[src/include/clk_cluster_config.svh]
// Global sizing for the cluster clock block; SYNC_STAGES must be 2 or more
`ifndef CLK_CLUSTER_CONFIG_SVH
`define CLK_CLUSTER_CONFIG_SVH

// Number of processor clusters, each with its own header
`define CLUSTER_COUNT 4

// Flops per reset or debug-init repeater
// Release latency in gclk rising edges
`define SYNC_STAGES 2

// Cycles within which a req/ack handshake has to finish
`define ACK_TIMEOUT 8

`endif
[src/hdl/seq_pkg.sv]
// Enable sequencer types; encoding is internal and may change freely
package seq_pkg;

   // States of the req/ack enable sequencer
   typedef enum logic [1:0] {
      // Waiting for a new mask request
      IDLE,
      // New mask has just been driven onto cken
      APPLY,
      // Waiting for the collector to report all clusters settled
      WAIT_SETTLE,
      // ack is up, holding until the requester drops req
      WAIT_REQ_LOW
   } seq_state_t;

endpackage

[src/hdl/cluster_pkg.sv]
// Cluster-level types; widths follow CLUSTER_COUNT from the config header
`include "clk_cluster_config.svh"

package cluster_pkg;

   // One bit per cluster
   // 1 = clock to run, 0 = clock gated off
   typedef logic [`CLUSTER_COUNT-1:0] cluster_mask_t;

   // Cluster index, just wide enough to number every cluster
   // Kept at least one bit wide for a single-cluster build
   typedef logic [(`CLUSTER_COUNT > 1 ? $clog2(`CLUSTER_COUNT) : 1)-1:0] cluster_id_t;

endpackage

[src/hdl/cluster_link_if.sv]
// One cluster link; all signals single bit, in the gclk domain
`timescale 1ns/1ps

interface cluster_link_if;

   // Requested clock enable from the sequencer
   logic cken;
   // Enable after the header synchronizer, the one gating rclk
   logic run;
   // Cluster reset, active low, released on gclk
   logic grst_l;
   // Cluster debug-init, active low, released on gclk
   logic dbginit_l;

   // Sequencer side
   modport ctrl (
      output cken
   );

   // Cluster header side
   modport hdr (
      input  cken,
      output run,
      output grst_l,
      output dbginit_l
   );

   // Observers: status collector and top-level flattening
   modport mon (
      input cken,
      input run,
      input grst_l,
      input dbginit_l
   );

endinterface

[src/hdl/clk_cluster_top.sv]
// Cluster clock block top; all inputs sync to gclk except the repeater inputs
`timescale 1ns/1ps
`include "clk_cluster_config.svh"

module clk_cluster_top (
   input  logic                        gclk,
   input  logic                        rst_n,
   input  logic                        req,
   input  cluster_pkg::cluster_mask_t  cmd_mask,
   input  logic                        grst_in,
   input  logic                        dbginit_in,
   output logic                        ack,
   output cluster_pkg::cluster_mask_t  rclk,
   output cluster_pkg::cluster_mask_t  cluster_grst_l,
   output cluster_pkg::cluster_mask_t  cluster_dbginit_l,
   output cluster_pkg::cluster_mask_t  running
);

   // One link per cluster
   cluster_link_if link [`CLUSTER_COUNT] ();

   // Collector to sequencer
   logic settled;

   cluster_enable_ctrl u_enable_ctrl (
      .gclk     (gclk),
      .rst_n    (rst_n),
      .req      (req),
      .cmd_mask (cmd_mask),
      .settled  (settled),
      .ack      (ack),
      .links    (link)
   );

   // Header per cluster, outputs flattened onto the plain ports
   for (genvar i = 0; i < `CLUSTER_COUNT; i++) begin : g_cluster
      cluster_header u_header (
         .gclk       (gclk),
         .rst_n      (rst_n),
         .grst_in    (grst_in),
         .dbginit_in (dbginit_in),
         .rclk       (rclk[i]),
         .link       (link[i])
      );

      assign running[i]           = link[i].run;
      assign cluster_grst_l[i]    = link[i].grst_l;
      assign cluster_dbginit_l[i] = link[i].dbginit_l;
   end

   cluster_status_collector u_status_collector (
      .gclk    (gclk),
      .rst_n   (rst_n),
      .settled (settled),
      .links   (link)
   );

endmodule

[src/hdl/cluster_status_collector.sv]
// Settle detector; settled lags the headers by one gclk edge
`timescale 1ns/1ps
`include "clk_cluster_config.svh"

module cluster_status_collector (
   input  logic          gclk,
   input  logic          rst_n,
   output logic          settled,
   cluster_link_if.mon   links [`CLUSTER_COUNT]
);

   cluster_pkg::cluster_mask_t  cken_vec;
   cluster_pkg::cluster_mask_t  run_vec;
   // cken seen at the previous edge, for change detection
   cluster_pkg::cluster_mask_t  cken_prev_q;
   logic                        all_match;
   logic                        cken_changed;

   // Gather the per-link bits into masks
   for (genvar i = 0; i < `CLUSTER_COUNT; i++) begin : g_gather
      assign cken_vec[i] = links[i].cken;
      assign run_vec[i]  = links[i].run;
   end

   assign all_match    = (run_vec == cken_vec);
   // A fresh cken edge means run has not caught up yet
   assign cken_changed = (cken_vec != cken_prev_q);

   always_ff @(posedge gclk or negedge rst_n) begin
      if (!rst_n) begin
         cken_prev_q <= '0;
         settled     <= 1'b0;
      end else begin
         cken_prev_q <= cken_vec;
         settled     <= all_match && !cken_changed;
      end
   end

endmodule

[src/hdl/cluster_header.sv]
// Cluster clock gate and reset repeaters; gclk must be free running, rclk is gclk AND run
`timescale 1ns/1ps
`include "clk_cluster_config.svh"

module cluster_header (
   input  logic         gclk,
   input  logic         rst_n,
   input  logic         grst_in,
   input  logic         dbginit_in,
   output logic         rclk,
   cluster_link_if.hdr  link
);

   // Repeater count: index 0 is reset, index 1 is debug-init
   localparam int REP_COUNT = 2;

   // Enable synchronizer, master flop on rising edge
   logic                  cken_rise_q;
   // Lock-up stage on falling edge, only changes while gclk is low
   logic                  run_q;
   // Repeater inputs and outputs
   logic [REP_COUNT-1:0]  rep_in;
   logic [REP_COUNT-1:0]  rep_out;

   always_ff @(posedge gclk or negedge rst_n) begin
      if (!rst_n) begin
         cken_rise_q <= 1'b0;
      end else begin
         cken_rise_q <= link.cken;
      end
   end

   always_ff @(negedge gclk or negedge rst_n) begin
      if (!rst_n) begin
         run_q <= 1'b0;
      end else begin
         run_q <= cken_rise_q;
      end
   end

   // Gate opens or closes during the low phase, so no runt pulses
   assign rclk     = gclk & run_q;
   assign link.run = run_q;

   assign rep_in = {dbginit_in, grst_in};

   // Assert asynchronously, release after SYNC_STAGES rising edges
   for (genvar r = 0; r < REP_COUNT; r++) begin : g_rep
      logic [`SYNC_STAGES-1:0] stage_q;
      logic                    clr_n;

      // Global reset or a low input clears the whole chain at once
      assign clr_n = rst_n & rep_in[r];

      always_ff @(posedge gclk or negedge clr_n) begin
         if (!clr_n) begin
            stage_q <= '0;
         end else begin
            // Shift in ones toward the output
            stage_q <= {stage_q[`SYNC_STAGES-2:0], 1'b1};
         end
      end

      assign rep_out[r] = stage_q[`SYNC_STAGES-1];
   end

   assign link.grst_l    = rep_out[0];
   assign link.dbginit_l = rep_out[1];

endmodule

[src/hdl/cluster_enable_ctrl.sv]
// Four-phase req/ack sequencer; requester must hold cmd_mask while req is high
`timescale 1ns/1ps
`include "clk_cluster_config.svh"

module cluster_enable_ctrl (
   input  logic                        gclk,
   input  logic                        rst_n,
   input  logic                        req,
   input  cluster_pkg::cluster_mask_t  cmd_mask,
   input  logic                        settled,
   output logic                        ack,
   cluster_link_if.ctrl                links [`CLUSTER_COUNT]
);

   seq_pkg::seq_state_t         state_q;
   // Mask currently applied to the clusters
   cluster_pkg::cluster_mask_t  applied_q;
   // Skips the first WAIT_SETTLE cycle, where settled may still be stale
   logic                        settle_wait_q;

   // Every cluster enable comes straight from the applied mask
   for (genvar i = 0; i < `CLUSTER_COUNT; i++) begin : g_cken
      assign links[i].cken = applied_q[i];
   end

   always_ff @(posedge gclk or negedge rst_n) begin
      if (!rst_n) begin
         state_q       <= seq_pkg::IDLE;
         applied_q     <= '0;
         settle_wait_q <= 1'b0;
         ack           <= 1'b0;
      end else begin
         // ack trails the state by one edge
         // Rises one edge after settle, falls one edge after req low
         ack <= (state_q == seq_pkg::WAIT_REQ_LOW);

         case (state_q)
            seq_pkg::IDLE: begin
               // New request only once the previous ack is gone
               if (req && !ack) begin
                  applied_q <= cmd_mask;
                  state_q   <= seq_pkg::APPLY;
               end
            end

            seq_pkg::APPLY: begin
               // Header and collector need a fixed number of edges to follow
               settle_wait_q <= 1'b1;
               state_q       <= seq_pkg::WAIT_SETTLE;
            end

            seq_pkg::WAIT_SETTLE: begin
               // Same delay whether or not the mask changed
               if (settle_wait_q) begin
                  settle_wait_q <= 1'b0;
               end else if (settled) begin
                  state_q <= seq_pkg::WAIT_REQ_LOW;
               end
            end

            seq_pkg::WAIT_REQ_LOW: begin
               // cmd_mask ignored here, applied_q stays put
               if (!req) begin
                  state_q <= seq_pkg::IDLE;
               end
            end

            default: begin
               state_q <= seq_pkg::IDLE;
            end
         endcase
      end
   end

endmodule

[config.mk]
export PLATFORM = sky130hd
export DESIGN_NAME = clk_cluster_top
export DESIGN_NICKNAME = d
export VERILOG_FILES = /design/src/hdl/seq_pkg.sv /design/src/hdl/cluster_pkg.sv /design/src/hdl/cluster_link_if.sv /design/src/hdl/clk_cluster_top.sv /design/src/hdl/cluster_status_collector.sv /design/src/hdl/cluster_header.sv /design/src/hdl/cluster_enable_ctrl.sv
export VERILOG_INCLUDE_DIRS = /design/src /design/src/include
export SDC_FILE = /design/constraint.sdc
export NUM_CORES = 1
export LEC_CHECK = 0
export CORE_MARGIN = 1
export CORE_UTILIZATION = 55
export CTS_CLUSTER_DIAMETER = 50
export DETAILED_ROUTE_END_ITERATION = 8
export DONT_BUFFER_PORTS = 1
export MAX_ROUTING_LAYER = met4
export PLACE_DENSITY = 0.7
export SETUP_SLACK_MARGIN = 0.4
export SYNTH_ARGS = -nofsm -noshare
export SYNTH_HDL_FRONTEND = slang
export SYNTH_HIERARCHICAL = 1
export SYNTH_SLANG_ARGS = --single-unit
[constraint.sdc]
create_clock -name gclk -period 2 [get_ports gclk]
set_clock_uncertainty 0.1 [all_clocks]
set_input_delay 0.3 -clock gclk [delete_from_list [all_inputs] [get_ports gclk]]
set_output_delay 0.3 -clock gclk [all_outputs]
set_load 0.005 [all_outputs]
==> results.yml <==
sta:
  fin_ws_ns: -0.485
  rsz0062_at_grt: "true"
  finalHoldViolCount: 0
  setup_viol: 13
  finalMaxSlewViolations: 0
  tightest_slew_ns: 0.936
  relSlewSlack_pct: 37.4
  hold_ws_ns: 0.131
global_route:
  met2_usage_pct: 25.9
  grt-busiest-layer: "met2"
  grt_first_pass_wirelength_um: 3330
  gr-usage-all-layers_pct: 20.9
  grt.overflow.total: 0
  antenna_found_initial: 0
  grt_max_degree: 26
  grt_pass1_vias: 775
  grt_use_met3_pct: 16.4
  met1_usage_pct: 20.0
yosys:
  ys_async_sr_fraction_pct: 100
  ys.flop_type: "dfrtp_1"
  netlist_instances: 94
  synth-edff-count: 0
  synth-compound-area-share_pct: 2.99
  avgSynthCellArea_um2: 14.2
  muxShareOfSynthArea_pct: 4.95
  synth_xor_area_share_pct: 0
  synth_top_family_by_area: "simple AND/OR/NAND/NOR gates"
  yosysWarnings: 6
  netlist_area_um2: 1340
  ys_ff_latch: 37
  synthAdderAreaFrac_pct: 2.80
  synthSimpleGateAreaFrac_pct: 11.4
  ys_seq_area_share_pct: 69.2
  synth_cell_type_count: 23
floorplanning:
  die_w_um: 51.3
  start_util_pct: 59.4
  io_pins: 26
  die_area_um2: 2640
  dieHeight_um: 51.3
  core_um2: 2250
  fp-row-count: 17
route:
  antenna_left: 0
  drcViolationCount: 0
  drtIter0Drc: 14
  drtPass1Iterations: 4
  wl_per_cell_um: 13.1
  drt_wl_total_um: 1920
  vias: 722
  viasPerCell: 4.91
worst_hold_path:
  worstHoldPathType: "in -> reg"
  min_path_cells: 2
  min_from: "req"
worst_setup_path:
  end_kind: "output port"
  crit_chain: "buf_6, and2_4"
  worst-r2r-cell-count: 5
  crit_cells: 2
  cp_max_fo: 3
  critPathTopFamily: "flip-flops"
  cp-start-kind: "flip-flop"
  slowest_stage: "dfrtn_1"
  path_class: "reg -> out"
  critical_path_required_ns: 1.60
  cp_num_buf_inv: 1
  crit_start: "g_cluster[1].u_header/link.run"
  r2r_start: "g_cluster[0].u_header/link.run"
  critPathMaxStageDelay_ns: 0.42
  crit_arrival_ns: 2.09
layout:
  diodes: 0
  layout-drive-gt1-share_pct: 35.3
  fin_nets: 130
  final_common_cell: "dfrtp_1"
  area_growth_pct: 22.3
  final_cell_mix: "33 x dfrtp_1, 9 x clkbuf_4, 8 x and2_1, 8 x conb_1, 8 x dlygate4sd3_1"
power:
  peakVddDrop_mv: 0.945
  p_sw_share_pct: 28.1
  p_leak_nw: 0.770
  power_mw: 2.44
  pwr-share-comb_pct: 28.4
  seqPwrFrac_pct: 46.2
  p_clk_share_pct: 25.4
  p_sw_mw: 0.687
  intPower_mw: 1.76
  cellPowerDensity_nw_per_um2: 1490
outcome:
  violations: "negative setup slack"
  status: "complete, but fails checks"
flow_run:
  drv_cap: 0
cts:
  clkTransAtPathRegs_ns: 0.10
  clk_latency_ns: 0.43
  cts_tree: "yes"
placement:
  hpwlAfterDp_um: 1090
  port_buffers: 0
  dpl_worst_slack_ns: -0.0926
  gp_congestion: 0.746
## worst reg2reg max path, stage by stage, from the launching register on
cell      delay, ns
dfrtn_1        0.37
buf_6          0.12
buf_6          0.10
nor3_2         0.18
o22ai_4        0.12
a221oi_2       0.17
## final timing paths
| check | slack (ns) | to |
|---|---|---|
| worst min register to register | 0.25 | g_cluster[3].u_header/g_rep[1].stage_q[1] |
| max in group asynchronous | 0.80 | g_cluster[2].u_header/g_rep[1].stage_q[0] |
| worst min-delay path | 0.13 | u_enable_ctrl/applied_q[2] |
| worst max-delay path | -0.49 | rclk[1] |
| worst max register to register | -0.24 | u_status_collector/settled |
| min in group asynchronous | 0.16 | g_cluster[2].u_header/g_rep[0].stage_q[0] |
## cells in the mapped netlist (2+ instances only)
cell type / count / area [um^2]
and2_1: 12 / 75.1
and3_1: 2 / 12.5
buf_4: 12 / 90.1
conb_1: 4 / 15.0
dfrtn_1: 4 / 100
dfrtp_1: 33 / 826
ha_1: 3 / 37.5
inv_1: 3 / 11.3
mux2_2: 4 / 45.0
nand2b_1: 2 / 12.5
nand3_1: 2 / 10.0
nor3_1: 2 / 10.0
## metal layers
metal,vias up,share of wire (%)
li1,342,-
met1,351,41
met2,24,50
met3,5,6.4
met4,0,2.0
met5,-,0
## cell type report
| class | count | area, um^2 |
|---|---|---|
| clock buffer | 12 | 88.8 |
| fill | 170 | 617 |
| timing repair buffer | 21 | 200 |
| multi-input combinational | 46 | 377 |
| tap | 28 | 35.0 |
| sequential | 37 | 926 |
| inverter | 3 | 11.3 |
## metrics by stage
stage,cells,util (%),instance area [um^2],TNS (ns)
2_1_floorplan,98,-,1350,-0.0764
3_3_place_gp,120,59.6,1340,-0.0893
3_5_place_dp,120,59.6,1340,-0.131
4_1_cts,143,69.1,1560,-3.68
5_1_grt,147,72.6,1640,-4.25
6_report,147,72.6,1640,-3.71
## state kept, by name, summed over array words and instances (netlist names)
register and cells:
u_status_collector/settled 1, u_enable_ctrl/settle_wait_q 1, g_cluster.u_header/cken_rise_q 4, u_enable_ctrl/applied_q 4, g_cluster.u_header/link.run 4, u_enable_ctrl/ack 1
u_status_collector/cken_prev_q 4, u_enable_ctrl/state_q 2, g_cluster.u_header/g_rep.stage_q 16
## power by group through the flow
stage	combinational (mW)	clock, mW	sequential, mW
CTS	0.528	0.616	1.11
finish	0.695	0.621	1.13
floorplan	0.356	0.0526	1.10
detailed placement	0.431	0.0526	1.13
global placement	0.417	0.0526	1.12
global route	0.751	0.711	1.17
## timing repair
| action | 4_1_cts | 5_1_grt |
|---|---|---|
| pin swaps | 2 | 3 |
| endpoints found under the setup margin | 18 | 18 |
| endpoints found under the hold margin | 38 | 0 |
| resized for setup | 7 | 13 |
| setup buffers | 3 | 4 |
| hold buffers | 8 | 0 |
## logic make-up after synthesis
| kind of cell | after synthesis |
|---|---|
| flip-flops | 37 |
| AND/OR/NAND/NOR | 25 |
| buffers and inverters | 15 |
| multiplexers | 6 |
| AO/OA/AOI/OAI | 4 |
| other | 4 |
| adder cells (fa/ha/maj) | 3 |
Note: power is estimated with default switching activity, not from simulation.
